`src/hw/periph_pkg.sv`:
```
// Shared definitions for the APB peripheral block.
// Register map, bus widths, request/response structs and interrupt IDs.
// Modules refer to these by scoped name.
package periph_pkg;

    // ------------------------------------------------------------------
    // Widths
    // ------------------------------------------------------------------
    localparam int AddrWidth = 8;
    localparam int DataWidth = 32;
    localparam int LedWidth  = 8;
    localparam int NumIrq    = 3;

    // ------------------------------------------------------------------
    // Register byte offsets
    // ------------------------------------------------------------------
    localparam logic [AddrWidth-1:0] OffLed      = 8'h00; // RW
    localparam logic [AddrWidth-1:0] OffDip      = 8'h04; // RO
    localparam logic [AddrWidth-1:0] OffRngData  = 8'h08; // Read pops FIFO
    localparam logic [AddrWidth-1:0] OffRngStat  = 8'h0C; // Status, write sets enable
    localparam logic [AddrWidth-1:0] OffIrqEn    = 8'h10; // RW
    localparam logic [AddrWidth-1:0] OffIrqPend  = 8'h14; // RO
    localparam logic [AddrWidth-1:0] OffIrqClaim = 8'h18; // Read claims, write completes

    // Returned on any error
    localparam logic [DataWidth-1:0] BadData = 32'hDEAD_BEEF;

    // Pins 0 and 1 map to IDs 1 and 2, FIFO full is the last source
    localparam int IrqIdRng = 3;

    // Target select
    typedef enum logic [1:0] {
        TgtGpio = 2'd0,
        TgtRng  = 2'd1,
        TgtIrq  = 2'd2,
        TgtNone = 2'd3
    } target_e;

    // One register access on its way through the pipeline
    typedef struct packed {
        logic                 valid;
        logic                 write;
        logic [AddrWidth-1:0] addr;
        logic [DataWidth-1:0] wdata;
        target_e              target;
    } periph_req_t;

    // Answer from a target
    typedef struct packed {
        logic [DataWidth-1:0] rdata;
        logic                 error;
    } periph_rsp_t;

endpackage

```
`src/hw/apb_front.sv`:
```
// APB slave front end.
// Captures each access phase once into a request, then waits for the
// target answer and returns it with a single-cycle PREADY.
`timescale 1ns/10ps

module apb_front (
    input  logic                                clk_i,
    input  logic                                rst_n_i,
    input  logic [periph_pkg::AddrWidth-1:0]    paddr_i,
    input  logic [periph_pkg::DataWidth-1:0]    pwdata_i,
    input  logic                                psel_i,
    input  logic                                penable_i,
    input  logic                                pwrite_i,
    output logic [periph_pkg::DataWidth-1:0]    prdata_o,
    output logic                                pready_o,
    output logic                                pslverr_o,
    output periph_pkg::periph_req_t             req_o,
    input  periph_pkg::periph_rsp_t             rsp_i,
    input  logic                                rsp_valid_i
);

    periph_pkg::periph_req_t req_q;   // Captured access
    logic                    valid_q;
    logic                    busy_q;  // Access in flight
    logic                    capture;

    // Held access must not be taken again, nor in its PREADY cycle
    assign capture = psel_i && penable_i && !busy_q && !pready_o;

    // ------------------------------------------------------------------
    // Control
    // ------------------------------------------------------------------
    always_ff @(posedge clk_i)
    begin
        if (!rst_n_i)
        begin
            valid_q   <= 1'b0;
            busy_q    <= 1'b0;
            pready_o  <= 1'b0;
            pslverr_o <= 1'b0;
        end
        else
        begin
            valid_q   <= capture;                     // One-cycle pulse
            pready_o  <= rsp_valid_i;
            pslverr_o <= rsp_valid_i && rsp_i.error;  // Only with PREADY
            if (capture)
                busy_q <= 1'b1;
            else if (rsp_valid_i)
                busy_q <= 1'b0;
        end
    end

    // Payload
    always_ff @(posedge clk_i)
    begin
        if (capture)
        begin
            req_q.valid  <= 1'b1;
            req_q.write  <= pwrite_i;
            req_q.addr   <= paddr_i;
            req_q.wdata  <= pwdata_i;
            req_q.target <= periph_pkg::TgtNone; // Filled in by decode
        end
        if (rsp_valid_i)
            prdata_o <= rsp_i.rdata;
    end

    always_comb
    begin
        req_o       = req_q;
        req_o.valid = valid_q;
    end

    // PREADY only inside an access phase the master still holds
    a_pready_in_access : assert property (
        @(posedge clk_i) disable iff (!rst_n_i)
        pready_o |-> (psel_i && penable_i)
    );

endmodule

```
`src/hw/gpio_regs.sv`:
```
// GPIO register target.
// LED output register at OffLed, DIP switch readback at OffDip.
`timescale 1ns/10ps

module gpio_regs (
    input  logic                                clk_i,
    input  logic                                rst_n_i,
    input  periph_pkg::periph_req_t             req_i,
    output periph_pkg::periph_rsp_t             rsp_o,
    input  logic [periph_pkg::LedWidth-1:0]     dip_i,
    output logic [periph_pkg::LedWidth-1:0]     leds_o
);

    logic sel;

    assign sel = req_i.valid && (req_i.target == periph_pkg::TgtGpio);

    always_ff @(posedge clk_i)
    begin
        if (!rst_n_i)
            leds_o <= '0;
        else if (sel && req_i.write && (req_i.addr == periph_pkg::OffLed))
            leds_o <= req_i.wdata[periph_pkg::LedWidth-1:0];
    end

    // Read data and error
    always_comb
    begin
        rsp_o.rdata = '0;
        rsp_o.error = 1'b0;
        case (req_i.addr)
            periph_pkg::OffLed:
                rsp_o.rdata[periph_pkg::LedWidth-1:0] = leds_o;
            periph_pkg::OffDip:
            begin
                rsp_o.rdata[periph_pkg::LedWidth-1:0] = dip_i;
                rsp_o.error = req_i.write;                  // Switches are read only
            end
            default:
            begin
                rsp_o.rdata = periph_pkg::BadData;
                rsp_o.error = 1'b1;
            end
        endcase
    end

endmodule

```
`src/hw/irq_gateway.sv`:
```
// Level-triggered interrupt gateway, a reduced PLIC.
// Sources latch into pending, a claim read hands out the lowest enabled ID,
// a write of that ID to the claim register completes it.
`timescale 1ns/10ps

module irq_gateway (
    input  logic                            clk_i,
    input  logic                            rst_n_i,
    input  periph_pkg::periph_req_t         req_i,
    output periph_pkg::periph_rsp_t         rsp_o,
    input  logic [periph_pkg::NumIrq-1:0]   src_i,
    output logic                            irq_o
);

    localparam int IdWidth = $clog2(periph_pkg::NumIrq + 1);

    logic [periph_pkg::NumIrq-1:0] pending_q, enable_q, in_service_q;
    logic [periph_pkg::NumIrq-1:0] claim_mask, complete_mask;
    logic [IdWidth-1:0]            claim_id;
    logic                          sel, claim, complete;

    assign sel      = req_i.valid && (req_i.target == periph_pkg::TgtIrq);
    assign claim    = sel && !req_i.write && (req_i.addr == periph_pkg::OffIrqClaim);
    assign complete = sel && req_i.write && (req_i.addr == periph_pkg::OffIrqClaim);
    assign irq_o    = |(pending_q & enable_q);

    // Lowest pending and enabled ID, 0 if none
    always_comb
    begin
        claim_id      = '0;
        claim_mask    = '0;
        complete_mask = '0;
        for (int i = periph_pkg::NumIrq - 1; i >= 0; i--)
        begin
            if (pending_q[i] && enable_q[i])
                claim_id = IdWidth'(i + 1);
            if (req_i.wdata == periph_pkg::DataWidth'(i + 1))
                complete_mask[i] = complete;
        end
        if (claim && (claim_id != '0))
            claim_mask[claim_id - IdWidth'(1)] = 1'b1;
    end

    always_ff @(posedge clk_i)
    begin
        if (!rst_n_i)
        begin
            pending_q    <= '0;
            enable_q     <= '0;
            in_service_q <= '0;
        end
        else
        begin
            pending_q    <= (pending_q | (src_i & ~in_service_q)) & ~claim_mask; // Claim wins
            in_service_q <= (in_service_q | claim_mask) & ~complete_mask;
            if (sel && req_i.write && (req_i.addr == periph_pkg::OffIrqEn))
                enable_q <= req_i.wdata[periph_pkg::NumIrq-1:0];
        end
    end

    always_comb
    begin
        rsp_o.rdata = '0;
        rsp_o.error = 1'b0;
        case (req_i.addr)
            periph_pkg::OffIrqEn:    rsp_o.rdata[periph_pkg::NumIrq-1:0] = enable_q;
            periph_pkg::OffIrqPend:
            begin
                rsp_o.rdata[periph_pkg::NumIrq-1:0] = pending_q;
                rsp_o.error = req_i.write;
            end
            periph_pkg::OffIrqClaim: rsp_o.rdata[IdWidth-1:0] = claim_id;
            default:
            begin
                rsp_o.rdata = periph_pkg::BadData;
                rsp_o.error = 1'b1;
            end
        endcase
    end

    // ID on the bus names an enabled source that is not already in service
    a_claim_enabled : assert property (
        @(posedge clk_i) disable iff (!rst_n_i)
        (claim && (rsp_o.rdata != '0))
            |-> (enable_q[rsp_o.rdata[IdWidth-1:0] - IdWidth'(1)]
                 && !in_service_q[rsp_o.rdata[IdWidth-1:0] - IdWidth'(1)])
    );

endmodule

```
`src/hw/periph_decode.sv`:
```
// Address decode stage.
// Tags the captured request with its target and registers it.
// The registered valid also marks the cycle in which targets answer.
`timescale 1ns/10ps

module periph_decode (
    input  logic                    clk_i,
    input  logic                    rst_n_i,
    input  periph_pkg::periph_req_t req_i,
    output periph_pkg::periph_req_t req_o
);

    periph_pkg::periph_req_t req_q;
    periph_pkg::target_e     target;
    logic                    valid_q;

    // Offset to target
    always_comb
    begin
        if (req_i.addr[1:0] != 2'b00)
            target = periph_pkg::TgtNone;                       // Misaligned
        else
        begin
            case (req_i.addr)
                periph_pkg::OffLed,
                periph_pkg::OffDip:      target = periph_pkg::TgtGpio;
                periph_pkg::OffRngData,
                periph_pkg::OffRngStat:  target = periph_pkg::TgtRng;
                periph_pkg::OffIrqEn,
                periph_pkg::OffIrqPend,
                periph_pkg::OffIrqClaim: target = periph_pkg::TgtIrq;
                default:                 target = periph_pkg::TgtNone;
            endcase
        end
    end

    always_ff @(posedge clk_i)
    begin
        if (!rst_n_i)
            valid_q <= 1'b0;
        else
            valid_q <= req_i.valid;
    end

    always_ff @(posedge clk_i)
    begin
        req_q        <= req_i;
        req_q.target <= target;
    end

    always_comb
    begin
        req_o       = req_q;
        req_o.valid = valid_q;
    end

endmodule

```
`src/hw/periph_top.sv`:
```
// Top level of the APB peripheral block.
// APB access flows capture -> decode -> target -> response, PREADY after 3 cycles.
// Targets are the GPIO registers, the RNG FIFO and the interrupt gateway.
`timescale 1ns/10ps

module periph_top #(
    parameter int RngDepth = 8
) (
    input  logic                                clk_i,
    input  logic                                rst_n_i,
    // APB slave port
    input  logic [periph_pkg::AddrWidth-1:0]    paddr_i,
    input  logic [periph_pkg::DataWidth-1:0]    pwdata_i,
    input  logic                                psel_i,
    input  logic                                penable_i,
    input  logic                                pwrite_i,
    output logic [periph_pkg::DataWidth-1:0]    prdata_o,
    output logic                                pready_o,
    output logic                                pslverr_o,
    // Board pins
    input  logic [periph_pkg::LedWidth-1:0]     dip_i,
    output logic [periph_pkg::LedWidth-1:0]     leds_o,
    input  logic [1:0]                          irq_src_i,
    output logic                                irq_o
);

    periph_pkg::periph_req_t front_req;
    periph_pkg::periph_req_t dec_req;
    periph_pkg::periph_rsp_t gpio_rsp;
    periph_pkg::periph_rsp_t rng_rsp;
    periph_pkg::periph_rsp_t irq_rsp;
    periph_pkg::periph_rsp_t sel_rsp;

    logic                          rng_full;
    logic [periph_pkg::NumIrq-1:0] irq_src;

    // External pins first, FIFO full on the top ID
    assign irq_src[1:0]                    = irq_src_i;
    assign irq_src[periph_pkg::IrqIdRng-1] = rng_full;

    // ------------------------------------------------------------------
    // Pipeline stages
    // ------------------------------------------------------------------
    apb_front u_front (
        .clk_i       (clk_i),
        .rst_n_i     (rst_n_i),
        .paddr_i     (paddr_i),
        .pwdata_i    (pwdata_i),
        .psel_i      (psel_i),
        .penable_i   (penable_i),
        .pwrite_i    (pwrite_i),
        .prdata_o    (prdata_o),
        .pready_o    (pready_o),
        .pslverr_o   (pslverr_o),
        .req_o       (front_req),
        .rsp_i       (sel_rsp),
        .rsp_valid_i (dec_req.valid)  // Targets answer in the same cycle
    );

    periph_decode u_decode (
        .clk_i   (clk_i),
        .rst_n_i (rst_n_i),
        .req_i   (front_req),
        .req_o   (dec_req)
    );

    // ------------------------------------------------------------------
    // Targets
    // ------------------------------------------------------------------
    gpio_regs u_gpio (
        .clk_i   (clk_i),
        .rst_n_i (rst_n_i),
        .req_i   (dec_req),
        .rsp_o   (gpio_rsp),
        .dip_i   (dip_i),
        .leds_o  (leds_o)
    );

    rng_fifo #(
        .RngDepth (RngDepth)
    ) u_rng (
        .clk_i   (clk_i),
        .rst_n_i (rst_n_i),
        .req_i   (dec_req),
        .rsp_o   (rng_rsp),
        .full_o  (rng_full)
    );

    irq_gateway u_irq (
        .clk_i   (clk_i),
        .rst_n_i (rst_n_i),
        .req_i   (dec_req),
        .rsp_o   (irq_rsp),
        .src_i   (irq_src),
        .irq_o   (irq_o)
    );

    // Response mux
    always_comb
    begin
        case (dec_req.target)
            periph_pkg::TgtGpio: sel_rsp = gpio_rsp;
            periph_pkg::TgtRng:  sel_rsp = rng_rsp;
            periph_pkg::TgtIrq:  sel_rsp = irq_rsp;
            default:             sel_rsp = '{rdata: periph_pkg::BadData, error: 1'b1};
        endcase
    end

endmodule

```
`src/hw/rng_fifo.sv`:
```
// Random number source.
// A 32-bit LFSR steps every cycle while enabled and fills a word FIFO.
// Data read pops the FIFO, status read gives full, empty and count.
`timescale 1ns/10ps

module rng_fifo #(
    parameter int RngDepth = 8
) (
    input  logic                    clk_i,
    input  logic                    rst_n_i,
    input  periph_pkg::periph_req_t req_i,
    output periph_pkg::periph_rsp_t rsp_o,
    output logic                    full_o
);

    localparam int PtrWidth = $clog2(RngDepth);
    localparam int CntWidth = $clog2(RngDepth + 1);
    localparam int StatPad  = periph_pkg::DataWidth - 2 - CntWidth;

    logic [periph_pkg::DataWidth-1:0] mem_q [RngDepth];
    logic [periph_pkg::DataWidth-1:0] lfsr_q;
    logic [PtrWidth-1:0]              wr_ptr_q;
    logic [PtrWidth-1:0]              rd_ptr_q;
    logic [CntWidth-1:0]              count_q;
    logic                             enable_q;
    logic                             sel, empty, push, pop;

    assign sel    = req_i.valid && (req_i.target == periph_pkg::TgtRng);
    assign full_o = (count_q == CntWidth'(RngDepth));
    assign empty  = (count_q == '0);
    assign push   = enable_q && !full_o;
    assign pop    = sel && !req_i.write && (req_i.addr == periph_pkg::OffRngData) && !empty;

    // ------------------------------------------------------------------
    // Generator and FIFO control
    // ------------------------------------------------------------------
    always_ff @(posedge clk_i)
    begin
        if (!rst_n_i)
        begin
            enable_q <= 1'b0;
            lfsr_q   <= 32'hACE1_2468;                     // Any nonzero seed
            wr_ptr_q <= '0;
            rd_ptr_q <= '0;
            count_q  <= '0;
        end
        else
        begin
            if (sel && req_i.write && (req_i.addr == periph_pkg::OffRngStat))
                enable_q <= req_i.wdata[0];
            if (enable_q)                                  // Galois, x^32+x^22+x^2+x+1
                lfsr_q <= {1'b0, lfsr_q[31:1]} ^ (lfsr_q[0] ? 32'h8020_0003 : 32'h0);
            if (push)
                wr_ptr_q <= (wr_ptr_q == PtrWidth'(RngDepth - 1)) ? '0 : wr_ptr_q + 1'b1;
            if (pop)
                rd_ptr_q <= (rd_ptr_q == PtrWidth'(RngDepth - 1)) ? '0 : rd_ptr_q + 1'b1;
            count_q <= count_q + CntWidth'(push) - CntWidth'(pop);
        end
    end

    always_ff @(posedge clk_i)
    begin
        if (push)
            mem_q[wr_ptr_q] <= lfsr_q;
    end

    // Response
    always_comb
    begin
        rsp_o.rdata = periph_pkg::BadData;
        rsp_o.error = 1'b1;
        case (req_i.addr)
            periph_pkg::OffRngData:
                if (!req_i.write && !empty)
                begin
                    rsp_o.rdata = mem_q[rd_ptr_q];
                    rsp_o.error = 1'b0;
                end
            periph_pkg::OffRngStat:
            begin
                rsp_o.rdata = {full_o, empty, {StatPad{1'b0}}, count_q};
                rsp_o.error = 1'b0;
            end
            default: ;
        endcase
    end

    // Equal pointers with data in the FIFO means the storage is full
    a_no_overflow : assert property (
        @(posedge clk_i) disable iff (!rst_n_i)
        push |-> ((wr_ptr_q != rd_ptr_q) || empty)
    );

    // Equal pointers without a full count means nothing is stored
    a_no_underflow : assert property (
        @(posedge clk_i) disable iff (!rst_n_i)
        pop |-> ((wr_ptr_q != rd_ptr_q) || full_o)
    );

endmodule

```
`config.mk`:
```
export PLATFORM = sky130hd
export DESIGN_NAME = periph_top
export DESIGN_NICKNAME = d
export VERILOG_FILES = /design/src/hw/periph_pkg.sv /design/src/hw/apb_front.sv /design/src/hw/gpio_regs.sv /design/src/hw/irq_gateway.sv /design/src/hw/periph_decode.sv /design/src/hw/periph_top.sv /design/src/hw/rng_fifo.sv
export SDC_FILE = /design/constraint.sdc
export NUM_CORES = 1
export LEC_CHECK = 0
export BUFFER_PORTS_ARGS = -buffer_cell sky130_fd_sc_hd__buf_2
export CAP_MARGIN = 40
export CORE_MARGIN = 2
export CORE_UTILIZATION = 59
export CTS_CLUSTER_DIAMETER = 30
export DETAILED_ROUTE_END_ITERATION = 7
export PLACE_DENSITY = 0.78
export SYNTH_ARGS = -nofsm -noshare
export SYNTH_HDL_FRONTEND = slang
export SYNTH_SLANG_ARGS = --single-unit
```
`constraint.sdc`:
```
create_clock -name clk_i -period 8.1 [get_ports clk_i]
set_input_delay 1.215 -clock clk_i [delete_from_list [all_inputs] [get_ports clk_i]]
set_output_delay 1.215 -clock clk_i [all_outputs]
set_load 0.03 [all_outputs]
```
# Yosys cells after proc, flatten, opt, wreduce, memory -nomap -nowiden
# Memory sizes are Yosys's and may differ from the RTL's. A register that Yosys moved wholly into a read port is not among the register bits.
# Cells that the tools add are included.
[totals]
ff_bits = 181
mem_bits_rw = 256
inputBits = 55
output_inout_bits = 43
elab_cells = 134
mem_count = 1
[op_classes]
add_sub_neg = 5
order_cmp = 2
eq_ne = 20
muxes = 29
n_bitwise = 10
n_reduce_logical = 45
[mem_list]
columns = ["memory", "depth", "word_bits", "read_ports", "rd_ports_with_merged_regs", "wr", "line", "source"]
rows = [
  ["u_rng.mem_q", 8, 32, 1, 1, 1, "rng_fifo.sv:20", "logic [periph_pkg::DataWidth-1:0] mem_q [RngDepth];"],
]
[ops]
columns = ["cell", "count"]
rows = [
  ["$pmux W33 S3", 1],
  ["$pmux W33 S2", 1],
  ["$eq A32 B2 Y1 const B", 2],
  ["$eq A8 B5 Y1 const B", 6],
  ["$mux W33", 1],
  ["$eq A32 B1 Y1 const B", 1],
  ["$eq A8 B4 Y1 const B", 4],
  ["$mux W32", 1],
  ["$xor A31 B32 Y32", 1],
  ["$mux W29", 1],
  ["$logic_and A1 B1 Y1", 26],
  ["$mux W24", 1],
  ["$eq A8 B3 Y1 const B", 2],
  ["$logic_not A8 Y1", 2],
  ["$pmux W8 S2", 1],
  ["$mux W3", 5],
  ["$and A3 B3 Y3", 4],
  ["$pmux W2 S3", 2],
  ["$not A3 Y3", 3],
  ["$reduce_or A3 Y1", 3],
  ["$mux W1", 8],
  ["$reduce_or A2 Y1", 4],
  ["$add A3 B1 Y3 const B", 2],
  ["$eq A3 B3 Y1 const B", 2],
  ["other kinds (17)", 27],
]

# Longest topological paths before layout
[logic_depth]
word_depth = 12
ltp_mapped = 12
ltp_nobuf = 11

# Cells and area by module
# From an unflattened synthesis, not the netlist that was laid out.
[hier_totals]
hier_cells = 1033
area_unflattened_um2 = 17387.9
[by_module_without_submodules]
columns = ["module", "instances", "cells_per_inst", "area_per_inst_um2", "seq_area_each_um2"]
rows = [
  ["rng_fifo", 1, 622, 11717.5, 8608.3],
  ["apb_front", 1, 87, 2343.5, 2272.2],
  ["periph_decode", 1, 50, 924.6, 880.8],
  ["periph_top", 1, 80, 873.3, 0.0],
  ["irq_gateway", 1, 111, 865.8, 180.2],
  ["gpio_regs", 1, 83, 663.1, 160.2],
]

# Least setup slack after synthesis
# No wires, ideal clock.
[synth_path]
kind = "input to register"
from = "input psel_i"
to = "register u_front.req_q (netlist bit u_front.req_o[10]) (enable)"
setup_ns = 0.549
t_arrival_ns = 5.309
required_time_ns = 7.551
path_slack_ns = 2.242
path_stages = 1
path_buffers = 0
path_cell_list = "nor4bb_1"
[synth_between]
elab_chain_len = 3
[synth_rtl]
columns = ["item", "line", "source"]
rows = [
  ["start: declaration", "periph_top.sv:14", "input logic psel_i,"],
  ["$logic_and A1 B1 Y1 (3 in a row)", "apb_front.sv:28", "assign capture = psel_i && penable_i && !busy_q && !pready_o;"],
  ["end: declaration", "apb_front.sv:22", "periph_pkg::periph_req_t req_q;"],
]
# Every way passes these cells.
# A chain may end at the register's enable or synchronous reset.

# Worst setup path after layout
[layout_path]
from = "register u_decode.req_q (netlist bit u_decode.req_o[36])"
to = "register u_rng.count_q[2]"
[layout_between]
elab_chain_len = 4
[layout_rtl]
columns = ["item", "line", "source"]
rows = [
  ["start: declaration", "periph_decode.sv:13", "periph_pkg::periph_req_t req_q;"],
  ["start signal: assignment", "periph_decode.sv:47", "req_q <= req_i;"],
  ["$eq A8 B4 Y1", "rng_fifo.sv:32", "assign pop = sel && !req_i.write && (req_i.addr == periph_pkg::OffRngData) && !empty;"],
  ["$logic_and A1 B1 Y1 (2 in a row)", "rng_fifo.sv:32", ""],
  ["$sub A4 B1 Y4", "rng_fifo.sv:57", "count_q <= count_q + CntWidth'(push) - CntWidth'(pop);"],
  ["end signal: assignment", "rng_fifo.sv:57", ""],
  ["end: declaration", "rng_fifo.sv:24", "logic [CntWidth-1:0] count_q;"],
]
# Every way passes these cells.

==> flow_summary.yaml <==
finish:
  nFillCells: 1548
  drive_gt1_frac: 0.314
  multi_input_area_um2: 3990
  antennaDiodeCount: 0
  regArea_um2: 12100
  area_growth_pct: 22.6
  nets: 1137
timing:
  max_freq_mhz: 285
  finalHoldViolCount: 0
  slew_viol_final: 0
  fin_crit_sh: 0.433
  setup_viol: 0
  finalSetupTns_ps: 0
  rsz0062_at_grt: "no"
  period_needed_ps: 3500
  tightest_slew_ps: 874
  skew_ps: 28.4
  relSlewSlack: 0.417
yosys:
  yosysMostFrequentCell: "edfxtp_1"
  yosys_most_used_dff: "edfxtp_1"
  syn_area_um2: 16300
  synth_cell_type_count: 60
  yosysTopAreaCell: "edfxtp_1"
  synth_commonest_cells: "329 x edfxtp_1, 111 x dfxtp_1, 64 x mux4_2, 59 x mux2i_1, 55 x nor2_1"
  synth_top_area_frac: 0.608
  ys_ff_latch: 440
  synth_area_per_cell_um2: 17.8
  synthTopCellsByArea: "edfxtp_1 61%, dfxtp_1 14%, mux4_2 8.9%, mux2i_1 3.6%, nor2_1 1.3%"
  synth-async-reset-ratio: 0
  ys_warn_count: 0
  yosysSeqAreaShare: 0.744
  syn-instance-count: 914
  synth_nets: 979
  synth_edf_count: 329
global_route:
  grt_usage: 0.246
  grt_max_degree: 59
  antenna_found_initial: 0
  grt_overflow_total: 0
  first_global_vias: 9251
  grt_pass1_wl_um: 52700
route:
  route.detailed.drc: 0
  wl_per_cell_um: 23.4
  dr.pass1.iters: 5
  top_layer: "met4"
  wl_met3_um: 2210
  drt_iter0_markers: 925
  wl_met2_um: 17300
  ant_nets: 0
  drt-total-wl_um: 34500
  wl_met1_um: 14100
  vias: 9043
  vias_per_cell: 6.12
floorplanning:
  die_y_um: 170
  io_pins: 98
  rows: 60
  dieArea_um2: 28900
  coreArea_um2: 27000
  initial_core_util: 0.602
  die_width_um: 170
clocking:
  tritoncts: "done"
  clkSlewWorstSetupHoldPaths_ps: 50
  cts_max_level: 3
  insertion_delay_ps: 590
  cts_sinks: 440
  post_cts_resized: 0
  ctsHoldBuffers: 0
  tritoncts.num_buffers: 77
  cts_buffer_depth: 3
  cts_setup_buffers: 0
  cts-root-buf: "clkbuf_16"
worst_setup_path:
  r2r_setup_slack_ps: 4600
  start_kind: "flip-flop"
  cp.required_ps: 8590
  crit_buf_inv: 2
  critPathMaxFanout: 22
  cp_top_family: "simple AND/OR/NAND/NOR gates"
  endpoint_kind: "flip-flop"
  critical_path.max_stage_delay_ps: 630
  critPathKind: "flip-flop to flip-flop"
  critPathArrivalTime_ps: 3990
  cpMaxStageDelayCell: "or4_1"
  path_cells: "nor3b_2 -> nand4_2 -> buf_16 -> or4_1 -> xnor2_1 -> ha_1 -> inv_1 -> fa_1 -> xor2_1 -> nor2_1"
power:
  finalPower_mw: 5.70
  p_leak_nw: 7.05
  vdd_drop_max_uv: 171
  power.density_nw_per_um2: 286
placement:
  place.gp.congestion: 0.855
  port_buffers: 97
  hpwl_um: 19000
status:
  status: "complete, no violations"
worst_hold_path:
  hold_class: "flip-flop to flip-flop"
job:
  maxCapViolCount: 0
## metrics by stage
step | utilization | hold slack (ps) | cells | worst slack, ps | instance area (µm²)
2_1_floorplan | - | 323 | 914 | 2240 | 16300
3_3_place_gp | 0.636 | 323 | 1327 | 4280 | 17200
3_5_place_dp | 0.640 | 327 | 1334 | 4690 | 17300
4_1_cts | 0.738 | 336 | 1478 | 4620 | 19900
5_1_grt | 0.738 | 337 | 1478 | 4340 | 19900
6_report | 0.738 | 335 | 1478 | 4600 | 19900
## cell families after synthesis
group           share of synthesized area
xor+xnor                          0.00323
compound gates                     0.0386
flops                               0.744
simple gates                       0.0611
fa+ha+maj                         0.00816
buf+inv                            0.0139
mux                                 0.131
## layout make-up
cell class | count | share of cell area
Clock inverter | 48 | 0.0260
Inverter | 11 | 0.00207
Sequential cell | 440 | 0.607
Timing Repair Buffer | 121 | 0.0364
Tap cell | 341 | 0.0214
Clock buffer | 96 | 0.106
Multi-Input combinational cell | 421 | 0.200
## placed cells by master (no fill, tap or decap), drive strengths merged, types with 3 or more instances in the layout
master and instances:
and2 6, a31oi 6, or3 3, ha 9, o221ai 5, nand2 36, buf 121, nor4 11
bufinv 5, inv 31, edfxtp 329, a211oi 24, nor3 7, clkinv 17, mux2 8, nand4 7
dfxtp 111, mux4 64, nor4bb 3, nand2b 3, nor2 55, nand3 9, nor4b 3, mux2i 59
or4 4, a21oi 7, o21ai 28, nor2b 26, xnor2 4, clkinvlp 6, clkbuf 96, and3 4
## final timing paths
kind | startpoint | end | depth (start not counted)
setup / recovery | u_decode.req_o[36]$_DFF_P_ | u_rng.count_q[2]$_SDFF_PN0_ | 10
hold / removal | u_front.req_o[32]$_DFFE_PP_ | u_decode.req_o[32]$_DFF_P_ | 0
setup reg to reg | u_decode.req_o[36]$_DFF_P_ | u_rng.count_q[2]$_SDFF_PN0_ | 10
hold reg to reg | u_front.req_o[32]$_DFFE_PP_ | u_decode.req_o[32]$_DFF_P_ | 0
## report_power, final
part	internal [mW]	switching (mW)	total [mW]
Clock	2.06	1.15	3.21
Sequential	2.42	0.0127	2.44
Combinational	0.0191	0.0317	0.0508
Total	4.51	1.20	5.70
## flip-flops by register name, summed over array words and instances (netlist names), named ones only
name and flops:
u_rng.enable_q 1, u_front.prdata_o 32, u_irq.pending_q 3, u_decode.valid_q 1, u_rng.lfsr_q 32, u_rng.count_q 4, u_irq.in_service_q 3, u_front.busy_q 1
u_front.pslverr_o 1, u_irq.enable_q 3, u_gpio.leds_o 8, u_rng.wr_ptr_q 3, u_rng.mem_q 256, u_front.pready_o 1, u_rng.rd_ptr_q 3, u_decode.req_o 43
u_front.req_o 41, u_front.valid_q 1
## layer usage
| metal | track usage | vias up |
|---|---|---|
| met4 | 0.103 | 0 |
| li1 | - | 3948 |
| met2 | 0.402 | 384 |
| met1 | 0.332 | 4625 |
| met3 | 0.0453 | 86 |
| met5 | 0 | - |
No activity file was read; power rests on OpenSTA's default activity.
